### config.mk
export PLATFORM = sky130hd
export DESIGN_NAME = bridge_top
export DESIGN_NICKNAME = d
export VERILOG_FILES = /design/src/hw/bridge_pkg.sv /design/src/hw/bridge_top.sv /design/src/hw/byte_out.sv /design/src/hw/bridge_ctrl.sv /design/src/hw/sd_frame_tx.sv /design/src/hw/dram_reader.sv
export SDC_FILE = /design/constraint.sdc
export NUM_CORES = 1
export LEC_CHECK = 0
export ABC_AREA = 1
export BUFFER_PORTS_ARGS = -buffer_cell sky130_fd_sc_hd__buf_4
export CORE_UTILIZATION = 50
export CTS_BUF_LIST = sky130_fd_sc_hd__clkbuf_4 sky130_fd_sc_hd__clkbuf_8
export CTS_CLUSTER_DIAMETER = 150
export DETAILED_ROUTE_END_ITERATION = 8
export HOLD_SLACK_MARGIN = 0.1
export PLACE_DENSITY = 0.73
export REMOVE_ABC_BUFFERS = 1
export SLEW_MARGIN = 20
export SYNTH_ARGS = -nofsm -noshare
export SYNTH_HDL_FRONTEND = slang
export SYNTH_SLANG_ARGS = --single-unit
### constraint.sdc
create_clock -name clk -period 4.2 [get_ports clk]
set_input_delay 0.42 -clock clk [delete_from_list [all_inputs] [get_ports clk]]
set_output_delay 0.42 -clock clk [all_outputs]
set_load 0.03 [all_outputs]
### src/hw/bridge_pkg.sv
// DRAM to SD bridge shared definitions
// widths, bus structs, SD protocol constants, controller states
// and the CRC7 and CRC16-CCITT helpers used to build SD frames
package bridge_pkg;

    // ############################
    // widths
    // ############################
    localparam int DRAM_ADDR_W = 13;
    localparam int AXI_ADDR_W  = 32;
    localparam int SD_ADDR_W   = 16;
    localparam int BLOCK_W     = 64;
    localparam int BYTE_W      = 8;

    typedef logic [DRAM_ADDR_W-1:0] dram_addr_t;
    typedef logic [AXI_ADDR_W-1:0]  axi_addr_t;
    typedef logic [SD_ADDR_W-1:0]   sd_addr_t;
    typedef logic [BLOCK_W-1:0]     block_t;
    typedef logic [BYTE_W-1:0]      byte_t;

    typedef struct packed {
        dram_addr_t addr_dram;
        sd_addr_t   addr_sd;
    } bridge_req_t;

    // bridge to DRAM, read address and read data channels
    typedef struct packed {
        logic      ar_valid;
        axi_addr_t ar_addr;
        logic      r_ready;
    } dram_rd_req_t;

    // DRAM to bridge
    typedef struct packed {
        logic   ar_ready;
        logic   r_valid;
        block_t r_data;
    } dram_rd_rsp_t;

    // ############################
    // SD protocol, SPI mode
    // ############################
    localparam logic [5:0] SD_CMD_WRITE   = 6'd24;
    localparam int         SD_CMD_BITS    = 48;
    localparam int         SD_DATA_BITS   = 88;
    localparam byte_t      SD_START_TOKEN = 8'hFE;
    localparam int         SD_RESP_BITS   = 8;
    localparam int         SD_DATA_GAP    = 8;
    localparam int         BLOCK_BYTES    = 8;

    localparam logic [6:0]  CRC7_POLY  = 7'h09;
    localparam logic [15:0] CRC16_POLY = 16'h1021;

    typedef enum logic [3:0] {
        st_idle,
        st_read,
        st_send_cmd,
        st_cmd_resp,
        st_data_gap,
        st_send_data,
        st_data_resp,
        st_busy,
        st_done
    } ctrl_state_t;

    // bitwise crc over the command head, msb first
    function automatic logic [6:0] crc7(input logic [39:0] data);
        logic [6:0] crc;
        logic       fb;
        crc = '0;
        for (int i = 39; i >= 0; i--) begin
            fb  = data[i] ^ crc[6];
            crc = {crc[5:0], 1'b0};
            if (fb) begin
                crc = crc ^ CRC7_POLY;
            end
        end
        return crc;
    endfunction

    function automatic logic [15:0] crc16_ccitt(input block_t data);
        logic [15:0] crc;
        logic        fb;
        crc = '0;
        for (int i = BLOCK_W - 1; i >= 0; i--) begin
            fb  = data[i] ^ crc[15];
            crc = {crc[14:0], 1'b0};
            if (fb) begin
                crc = crc ^ CRC16_POLY;
            end
        end
        return crc;
    endfunction

endpackage
### src/hw/bridge_top.sv
// DRAM to SD card bridge, top level
// reads one 64-bit block from DRAM, writes it to the SD card with
// CMD24 in SPI mode, then streams it out as eight bytes
`timescale 1ns/1ps

module bridge_top import bridge_pkg::*; (
    input  logic         clk,
    input  logic         rst_n,
    input  logic         in_valid,
    input  bridge_req_t  req,
    output dram_rd_req_t dram_req,
    input  dram_rd_rsp_t dram_rsp,
    input  logic         miso,
    output logic         mosi,
    output logic         out_valid,
    output byte_t        out_data
);

    logic       rd_start;
    dram_addr_t rd_addr;
    logic       rd_done;
    block_t     block;
    sd_addr_t   sd_addr;
    logic       cmd_load;
    logic       data_load;
    logic       tx_done;
    logic       out_start;

    bridge_ctrl u_ctrl (
        .clk       (clk),
        .rst_n     (rst_n),
        .in_valid  (in_valid),
        .req       (req),
        .rd_done   (rd_done),
        .tx_done   (tx_done),
        .miso      (miso),
        .rd_start  (rd_start),
        .rd_addr   (rd_addr),
        .sd_addr   (sd_addr),
        .cmd_load  (cmd_load),
        .data_load (data_load),
        .out_start (out_start)
    );

    dram_reader u_reader (
        .clk      (clk),
        .rst_n    (rst_n),
        .rd_start (rd_start),
        .rd_addr  (rd_addr),
        .dram_rsp (dram_rsp),
        .dram_req (dram_req),
        .rd_done  (rd_done),
        .block    (block)
    );

    sd_frame_tx u_sd_tx (
        .clk       (clk),
        .rst_n     (rst_n),
        .cmd_load  (cmd_load),
        .data_load (data_load),
        .sd_addr   (sd_addr),
        .block     (block),
        .mosi      (mosi),
        .tx_done   (tx_done)
    );

    byte_out u_byte_out (
        .clk       (clk),
        .rst_n     (rst_n),
        .out_start (out_start),
        .block     (block),
        .out_valid (out_valid),
        .out_data  (out_data)
    );

endmodule

### src/hw/byte_out.sv
// block output serializer
// copies the block on out_start and presents it as eight
// consecutive bytes, most significant byte first
`timescale 1ns/1ps

module byte_out import bridge_pkg::*; (
    input  logic   clk,
    input  logic   rst_n,
    input  logic   out_start,
    input  block_t block,
    output logic   out_valid,
    output byte_t  out_data
);

    block_t     data_q;
    logic [2:0] left_cnt;

    always_ff @(posedge clk or negedge rst_n) begin
        if (!rst_n) begin
            out_valid <= 1'b0;
            out_data  <= '0;
            left_cnt  <= 3'd0;
        end else if (out_start) begin
            out_valid <= 1'b1;
            out_data  <= block[BLOCK_W-1 -: BYTE_W];
            left_cnt  <= 3'(BLOCK_BYTES - 1);
        end else if (left_cnt != 3'd0) begin
            out_data <= data_q[BLOCK_W-1 -: BYTE_W];
            left_cnt <= left_cnt - 3'd1;
        end else begin
            // burst over
            out_valid <= 1'b0;
            out_data  <= '0;
        end
    end

    // remaining bytes, shifted up one byte per cycle
    always_ff @(posedge clk) begin
        if (out_start) begin
            data_q <= block << BYTE_W;
        end else begin
            data_q <= data_q << BYTE_W;
        end
    end

endmodule

### src/hw/bridge_ctrl.sv
// bridge sequencer
// latches the request, starts the DRAM read, then walks the SD write
// sequence: command, response skip, gap, data frame, response skip,
// busy wait, and finally kicks off the byte output
`timescale 1ns/1ps

module bridge_ctrl import bridge_pkg::*; (
    input  logic        clk,
    input  logic        rst_n,
    input  logic        in_valid,
    input  bridge_req_t req,
    input  logic        rd_done,
    input  logic        tx_done,
    input  logic        miso,
    output logic        rd_start,
    output dram_addr_t  rd_addr,
    output sd_addr_t    sd_addr,
    output logic        cmd_load,
    output logic        data_load,
    output logic        out_start
);

    ctrl_state_t state;
    sd_addr_t    sd_addr_q;
    logic [3:0]  bit_cnt;
    logic        resp_end;

    // request accepted only when idle
    assign rd_start = (state == st_idle) & in_valid;

    // reader takes the address on the accept cycle
    assign rd_addr = req.addr_dram;
    assign sd_addr = sd_addr_q;

    always_ff @(posedge clk) begin
        if (rd_start) begin
            sd_addr_q <= req.addr_sd;
        end
    end

    // last bit of a response byte being sampled
    assign resp_end = (bit_cnt == 4'(SD_RESP_BITS - 1));

    // ############################
    // state machine
    // ############################
    always_ff @(posedge clk or negedge rst_n) begin
        if (!rst_n) begin
            state     <= st_idle;
            bit_cnt   <= 4'd0;
            cmd_load  <= 1'b0;
            data_load <= 1'b0;
            out_start <= 1'b0;
        end else begin
            cmd_load  <= 1'b0;
            data_load <= 1'b0;
            out_start <= 1'b0;
            case (state)
                st_idle: begin
                    bit_cnt <= 4'd0;
                    if (in_valid) begin
                        state <= st_read;
                    end
                end
                st_read: begin
                    if (rd_done) begin
                        cmd_load <= 1'b1;
                        state    <= st_send_cmd;
                    end
                end
                st_send_cmd: begin
                    if (tx_done) begin
                        state <= st_cmd_resp;
                    end
                end
                // response bytes: first 0 starts the count, values ignored
                st_cmd_resp, st_data_resp: begin
                    if (bit_cnt == 4'd0) begin
                        if (!miso) begin
                            bit_cnt <= 4'd1;
                        end
                    end else if (resp_end) begin
                        bit_cnt <= 4'd0;
                        state   <= (state == st_cmd_resp) ? st_data_gap : st_busy;
                    end else begin
                        bit_cnt <= bit_cnt + 4'd1;
                    end
                end
                st_data_gap: begin
                    if (bit_cnt == 4'(SD_DATA_GAP - 1)) begin
                        bit_cnt   <= 4'd0;
                        data_load <= 1'b1;
                        state     <= st_send_data;
                    end else begin
                        bit_cnt <= bit_cnt + 4'd1;
                    end
                end
                st_send_data: begin
                    if (tx_done) begin
                        state <= st_data_resp;
                    end
                end
                // card holds miso low while programming
                st_busy: begin
                    if (miso) begin
                        out_start <= 1'b1;
                        state     <= st_done;
                    end
                end
                st_done: begin
                    state <= st_idle;
                end
                default: begin
                    state <= st_idle;
                end
            endcase
        end
    end

endmodule

### src/hw/sd_frame_tx.sv
// SD frame transmitter
// builds the CMD24 frame or the data frame with their CRCs
// and shifts it out on MOSI one bit per clock, msb first
`timescale 1ns/1ps

module sd_frame_tx import bridge_pkg::*; (
    input  logic     clk,
    input  logic     rst_n,
    input  logic     cmd_load,
    input  logic     data_load,
    input  sd_addr_t sd_addr,
    input  block_t   block,
    output logic     mosi,
    output logic     tx_done
);

    localparam int PAD_BITS = SD_DATA_BITS - SD_CMD_BITS;

    logic [SD_DATA_BITS-1:0] shift_q;
    logic [6:0]              bit_cnt;
    logic [39:0]             cmd_head;
    logic [SD_CMD_BITS-1:0]  cmd_frame;
    logic [SD_DATA_BITS-1:0] data_frame;
    logic                    active;

    // ############################
    // frame assembly
    // ############################
    // start bit, transmission bit, index, 32-bit argument
    assign cmd_head = {1'b0, 1'b1, SD_CMD_WRITE, 16'h0000, sd_addr};

    // crc7 then end bit
    assign cmd_frame = {cmd_head, crc7(cmd_head), 1'b1};

    assign data_frame = {SD_START_TOKEN, block, crc16_ccitt(block)};

    assign active = (bit_cnt != 7'd0);

    // ############################
    // shifter
    // ############################
    always_ff @(posedge clk or negedge rst_n) begin
        if (!rst_n) begin
            bit_cnt <= 7'd0;
        end else if (cmd_load) begin
            bit_cnt <= 7'(SD_CMD_BITS);
        end else if (data_load) begin
            bit_cnt <= 7'(SD_DATA_BITS);
        end else if (active) begin
            bit_cnt <= bit_cnt - 7'd1;
        end
    end

    // command frame sits left-aligned, tail padded with idle ones
    always_ff @(posedge clk) begin
        if (cmd_load) begin
            shift_q <= {cmd_frame, {PAD_BITS{1'b1}}};
        end else if (data_load) begin
            shift_q <= data_frame;
        end else if (active) begin
            shift_q <= {shift_q[SD_DATA_BITS-2:0], 1'b1};
        end
    end

    // line idles high between frames
    assign mosi = active ? shift_q[SD_DATA_BITS-1] : 1'b1;

    // high together with the last bit
    assign tx_done = (bit_cnt == 7'd1);

endmodule

### src/hw/dram_reader.sv
// DRAM block reader
// issues one read address beat, waits for the read data beat
// and holds the captured 64-bit block for the SD and output paths
`timescale 1ns/1ps

module dram_reader import bridge_pkg::*; (
    input  logic         clk,
    input  logic         rst_n,
    input  logic         rd_start,
    input  dram_addr_t   rd_addr,
    input  dram_rd_rsp_t dram_rsp,
    output dram_rd_req_t dram_req,
    output logic         rd_done,
    output block_t       block
);

    logic      ar_valid;
    logic      r_ready;
    axi_addr_t ar_addr;
    logic      ar_fire;
    logic      r_fire;

    assign ar_fire = ar_valid & dram_rsp.ar_ready;
    assign r_fire  = r_ready & dram_rsp.r_valid;

    // ############################
    // handshake control
    // ############################
    always_ff @(posedge clk or negedge rst_n) begin
        if (!rst_n) begin
            ar_valid <= 1'b0;
            r_ready  <= 1'b0;
            rd_done  <= 1'b0;
        end else begin
            rd_done <= r_fire;
            if (rd_start) begin
                ar_valid <= 1'b1;
            end else if (ar_fire) begin
                ar_valid <= 1'b0;
            end
            // data phase opens right after the address beat
            if (ar_fire) begin
                r_ready <= 1'b1;
            end else if (r_fire) begin
                r_ready <= 1'b0;
            end
        end
    end

    // address and block payload
    always_ff @(posedge clk) begin
        if (rd_start) begin
            ar_addr <= axi_addr_t'(rd_addr);
        end
        if (r_fire) begin
            block <= dram_rsp.r_data;
        end
    end

    assign dram_req = '{ar_valid: ar_valid, ar_addr: ar_addr, r_ready: r_ready};

endmodule

* After elaboration in Yosys (flattened, before gate mapping)
Index checks and enable logic that the tools add are counted.
** Storage, ports and cells
- Input port bits :: 99
- Output and inout bits :: 44
- Bits in registers :: 278
** Cells by class
- Bitwise gates (word level) :: 159
- Reductions and logical operators :: 14
- Add/sub/neg operators :: 3
- Multiplexer cells :: 118
- Equal/unequal tests :: 19
** Operators by type and width (number)
- 13-bit two-way mux :: 64
- 3-bit NOT :: 63
- 88-bit two-way mux :: 2
- 64-bit two-way mux :: 2
- 4-bit two-way mux :: 27
- 1-bit bitwise XOR :: 72
- 2-bit NOT :: 15
- 4-bit case mux with 7 select lines :: 1
- 7-bit two-way mux :: 3
- 4-bit by 3-bit == test with 1-bit output (second input constant) :: 5
- 8-bit two-way mux :: 2
- 1-bit two-way mux :: 13
- 2-bit inequality test (second input constant) :: 6
- 4-bit case mux with 3 select lines :: 1
- 3-bit nonzero test :: 3
- 4-bit by 2-bit == test with 1-bit output (second input constant) :: 2
- 4-bit logical NOT :: 2
- 8-bit AND reduction :: 1
- 2-bit nonzero test :: 4
- 7-bit by 1-bit == test with 1-bit output (second input constant) :: 1
- 7-bit nonzero test :: 1
- 7-bit by 1-bit subtractor with 7-bit output (second input constant) :: 1
- 3-bit two-way mux :: 2
- 2-bit by 1-bit inequality test with 1-bit output (second input constant) :: 3
- 9 further kinds :: 17

* Depth between registers and ports, before layout
- Depth after elaboration :: 129
- Mapped depth :: 36

* Hierarchy
From an unflattened synthesis, not the netlist that was laid out.
** Unflattened totals
- Cells, all modules :: 1727
- Area, all modules :: 14485.1 µm²
** Modules (own cells, without submodules)
- sd_frame_tx :: times used 1, cells an instance 1202, area each 8281.7 µm², seq. area each 2167.1 µm²
- dram_reader :: times used 1, cells an instance 112, area each 2586.2 µm², seq. area each 2387.3 µm²
- byte_out :: times used 1, cells an instance 288, area each 2331.0 µm², seq. area each 1421.4 µm²
- bridge_ctrl :: times used 1, cells an instance 125, area each 1286.2 µm², seq. area each 755.7 µm²

* Least setup slack after synthesis
Ideal clock, no wire load.
- Kind :: reg-to-reg
- Start :: register u_reader.block[61]
- End :: register u_sd_tx.shift_q[13]
- Library setup time :: 121 ps
- Stages on the path, launching flop included :: 32
- Data arrival time :: 2966 ps
- Path buffers :: 1
- Slack :: 1113 ps
- Path through :: edfxtp_1 buf_6 inv_2 nand2_2 nand2_2 nand2_4 nand2_4 nand2_2 nand3_4 nand3_2 nand2_2 nand2_2 nand2_4 nand2_2 nand2_2 nand2_2 nand2_4 nand2_2 nand2_4 nand2_4 nand2_2 nand2_1 nand3_2 nand2_2 nand2_2 nand2_4 nand2_4 nand3_1 nand2_2 nand2_1 nand3_1 nand2_1
** Between the ends
- Word-level cells in the longest chain between the ends :: 65
- Elaborated cells between the ends (all ways) :: 136
- Those cells by class :: mux (62); bitwise (74)
** RTL lines
- start: declaration :: RTL line dram_reader.sv:14 : output block_t block
- start signal: assignment :: RTL line dram_reader.sv:56 : block <= dram_rsp.r_data;
- 1-bit bitwise XOR (*) :: RTL line bridge_pkg.sv:86 : fb = data[i] ^ crc[15];
- 13-bit two-way mux (*) :: RTL line bridge_pkg.sv:88 : if (fb) begin
- 13-bit two-way mux (3 in series) :: RTL line bridge_pkg.sv:88
- 13-bit two-way mux (*) :: RTL line bridge_pkg.sv:88
- 3-bit NOT (no line)
- 13-bit two-way mux (7 in series) :: RTL line bridge_pkg.sv:88
- 3-bit NOT (no line)
- 13-bit two-way mux :: RTL line bridge_pkg.sv:88
- (+33 left out)
- 13-bit two-way mux (5 in series) :: RTL line bridge_pkg.sv:88
- 3-bit NOT (no line)
- 13-bit two-way mux (3 in series) :: RTL line bridge_pkg.sv:88
- 13-bit two-way mux (*) :: RTL line bridge_pkg.sv:88
- 13-bit two-way mux (3 in series) :: RTL line bridge_pkg.sv:88
- 3-bit NOT (no line)
- 13-bit two-way mux (*) :: RTL line bridge_pkg.sv:88
- 88-bit two-way mux (*) :: RTL line sd_frame_tx.sv:58 : end else if (data_load) begin
- end signal: assignment :: RTL line sd_frame_tx.sv:57 : shift_q <= {cmd_frame, {PAD_BITS{1'b1}}};
- end signal: assignment :: RTL line sd_frame_tx.sv:59 : shift_q <= data_frame;
- end signal: assignment :: RTL line sd_frame_tx.sv:61 : shift_q <= {shift_q[SD_DATA_BITS-2:0], 1'b1};
- end: declaration :: RTL line sd_frame_tx.sv:19 : logic [SD_DATA_BITS-1:0] shift_q;
Mark *: on every way between the ends. The rest lies on a longest branch, timed or not.
A chain may end at the register's enable or synchronous reset.

* Worst setup path after layout
- Start :: register u_reader.block[60]
- End :: register u_sd_tx.shift_q[13]
** Between the ends
- Word-level cells in the longest chain between the ends :: 61
- Elaborated cells between the ends (all ways) :: 132
- Those cells by class :: mux (61); bitwise (71)
** RTL lines (RTL line)
- 1-bit bitwise XOR (*) :: bridge_pkg.sv:86
- 13-bit two-way mux (*) :: bridge_pkg.sv:88
- 1-bit bitwise XOR / 13-bit two-way mux (equally long branches) :: bridge_pkg.sv:86, bridge_pkg.sv:88
- 13-bit two-way mux (*) :: bridge_pkg.sv:88
- 13-bit two-way mux (2 in series) :: bridge_pkg.sv:88
- 13-bit two-way mux / 3-bit NOT (equally long branches)
- 13-bit two-way mux :: bridge_pkg.sv:88
- 13-bit two-way mux / 3-bit NOT (equally long branches)
- (+42 left out)
- 13-bit two-way mux (3 in series) :: bridge_pkg.sv:88
- 13-bit two-way mux (*) :: bridge_pkg.sv:88
- 13-bit two-way mux :: bridge_pkg.sv:88
- 13-bit two-way mux / 3-bit NOT (equally long branches)
- 13-bit two-way mux :: bridge_pkg.sv:88
- 3-bit NOT (no line) / 1-bit bitwise XOR (equally long branches)
- 13-bit two-way mux (*) :: bridge_pkg.sv:88
- 88-bit two-way mux (*) :: sd_frame_tx.sv:58
Marks and branches as above.

==> flow_summary.ini <==
[global_routing]
grt_first_pass_wirelength_um = 57460
grt_pass1_vias = 11315
antenna_found_initial = 0
overflow = 0
grt_max_degree = 52
grt_use_total = 0.2579

[drt]
first_pass_iters = 6
routedWlPerCell_um = 16.10
num_vias = 11758
routed_wl_um = 36230
drc = 0
initialDrtViolationCount = 976
antenna_left = 0
vias_per_cell = 5.226

[layout]
drive_above_1_share = 0.2080
nets = 1978
regArea_um2 = 6731
utilization = 0.6252
stdcell_count = 2250
n_antenna_cell = 0
multi_input_area_um2 = 5995
n_fill_cell = 2287
syn_to_final_growth_pct = 22.23

[cts]
cts_made_buffers = 46
htree_levels = 2
cts_tree = built
cts_sinks = 270
clock_latency_ns = 0.57
clockRootBuffer = clkbuf_8
cts_buffer_depth = 3
clk_pin_slew_ns = 0.06

[logic_synthesis]
synth_edf_count = 116
synth.top_cell.area_share = 0.2520
ys.warnings.count = 0
synth_most_common_cell = nand2_1
postSynthCellCount = 1645
netlist-cell-type-count = 44
netlist_top_cells_area = edfxtp_1 (25%), dfxtp_1 (18%), nand2_1 (13%)
ys_seq_elements = 270
postSynth.asyncResetShare = 0.1222
synth_largest_area_cell = edfxtp_1
synthFlopType = dfxtp_1
netlist_top_cells_count = nand2_1 (465), inv_1 (194), nand3_1 (160)
ys_seq_area_frac = 0.4870
syn_area_per_cell_um2 = 8.403
netlist_area_um2 = 13820

[timing]
slew_headroom = 0.3145
tns_ns = 0
rsz0062_at_grt = no
skew_ns = 0.02905
period_minus_slack_ns = 3.830
whs_ns = 0.1922
hold_violations = 0
fmaxAchievable_ghz = 0.2611
final-setup-viol-count = 0
fin_crit_sh = 0.9120
worst_pin_slew_ns = 1.027
final_max_slew_viol_count = 0

[placement]
place_congestion = 0.9355
port_buffers = 123
dp.cells = 2067
dp_hpwl_um = 25630

[floorplanning]
coreArea_um2 = 27030
initial_core_util = 0.5115
fp-row-count = 60
dieArea_um2 = 28310
die_x_um = 168.3
boundaryPins = 143
fp.dieH_um = 168.3

[setup_path]
worstPathRequired_ns = 4.63
startpoint_type = flop
critPathMaxFanout = 6
worstSetupPathType = flop to flop
crit_path_end_kind = flop
cp_data_arrival_time_ns = 4.26

[run_status]
status = finished clean

[job]
cap_violations = 0

[worst_hold_path]
hp-class = primary input to flop
[layout by cell type, fill, tap and decap left out, types with 4 or more instances in the layout]
cell and count:
nand2_1 465, inv_1 192, nand3_1 160, buf_4 138, dfxtp_1 121, edfxtp_1 116
dlygate4sd3_1 95, o21ai_0 83, nand2_2 66, clkbuf_8 52, nand3_2 41, nand2_4 40
nor2_1 38, dfrtp_1 33, xor2_1 28, o2111ai_1 25, xnor2_1 23, inv_2 23
a21oi_1 20, o22ai_1 19, conb_1 19, clkbuf_4 15, a221oi_1 14, o311ai_0 12
clkinv_1 11, ha_1 6, clkinv_2 6, nand4_1 5, o21ai_1 4, nor3_1 4
nor4_1 4
[registers in the layout, indices dropped and copies added, names as in the netlist]
name and cells:
u_sd_tx.shift_q 88, u_reader.block 64, u_byte_out.out_valid 1, u_ctrl.bit_cnt 4
u_ctrl.state 4, u_reader.r_ready 1, u_ctrl.cmd_load 1, u_byte_out.data_q 56
u_byte_out.left_cnt 3, u_ctrl.out_start 1, u_reader.rd_done 1, u_ctrl.data_load 1
u_ctrl.sd_addr 16, u_sd_tx.bit_cnt 7, u_byte_out.out_data 8, u_reader.ar_valid 1
u_reader.ar_addr 13
[critical path, cell delays in order (launching register included)]
cell,delay [ns]
edfxtp_1,0.49
buf_4,0.21
xor2_1,0.24
nand3_2,0.19
nand3_4,0.16
nand3_2,0.17
nand2_2,0.15
nand2_2,0.09
nand2_4,0.13
nand2_2,0.06
nand2_2,0.11
nand2_2,0.13
nand2_4,0.11
nand2_2,0.08
nand2_4,0.11
nand2_4,0.08
nand2_2,0.11
nand2_1,0.11
nand3_2,0.15
nand2_2,0.10
nand2_2,0.12
nand2_4,0.08
nand2_4,0.07
nand3_1,0.15
nand2_2,0.13
nand2_1,0.05
nand3_1,0.06
nand2_1,0.07
[routing by layer]
| metal | GRT usage | up-vias | routed length (µm) |
|---|---|---|---|
| li1 | - | 5816 | - |
| met1 | 0.3393 | 5417 | 15640 |
| met2 | 0.4175 | 446 | 16600 |
| met3 | 0.04913 | 79 | 2785 |
| met4 | 0.1071 | 0 | 1202 |
| met5 | 0 | - | 0 |
[final timing paths]
| kind | slack [ns] | end | start | cells after the start |
|---|---|---|---|---|
| max in group asynchronous | 3.53 | u_byte_out.out_data[1] | rst_n | 2 |
| hold reg to reg | 0.42 | u_byte_out.data_q[58] | u_byte_out.data_q[50] | 2 |
| min in group asynchronous | 0.34 | u_byte_out.out_data[7] | rst_n | 2 |
| setup reg to reg | 0.37 | u_sd_tx.shift_q[13] | u_reader.block[60] | 27 |
| hold / removal | 0.19 | u_ctrl.state[3] | miso | 3 |
| setup / recovery | 0.37 | u_sd_tx.shift_q[13] | u_reader.block[60] | 27 |
[layout make-up]
type                            count  share of cell area
Clock buffer                       67             0.04902
Timing Repair Buffer              233              0.1176
Clock inverter                     17            0.006517
Inverter                          218             0.04843
Multi-Input combinational cell   1104              0.3548
Tap cell                          341             0.02525
Sequential cell                   270              0.3984
[timing repair]
| item | in CTS | in global routing |
|---|---|---|
| endpoints found under the setup margin | 0 | 11 |
| hold buffers | 95 | 0 |
| buffers inserted | 0 | 4 |
| resized for setup | 0 | 1 |
| endpoints found under the hold margin | 128 | 0 |
[cells by family after synthesis]
logic type               count (synthesis)  share of synthesized area
AND/OR/NAND/NOR                        837                     0.3017
buffers and inverters                  289                    0.08572
flip-flops                             270                     0.4870
AO/OA/AOI/OAI                          190                    0.08698
XOR/XNOR                                52                    0.03295
adder cells (fa/ha/maj)                  6                   0.005431
other                                    1                  0.0002713
[per-stage QoR]
step	worst slack (ns)	cell area [µm²]
6_report	0.3698	16900
3_3_place_gp	0.3638	14970
2_1_floorplan	-0.3886	13520
5_1_grt	0.001630	16900
4_1_cts	0.2833	16860
3_5_place_dp	0.3161	14970
Power is not shown: default switching activity piles up to over one toggle a cycle in this logic, so the estimate is an artifact.
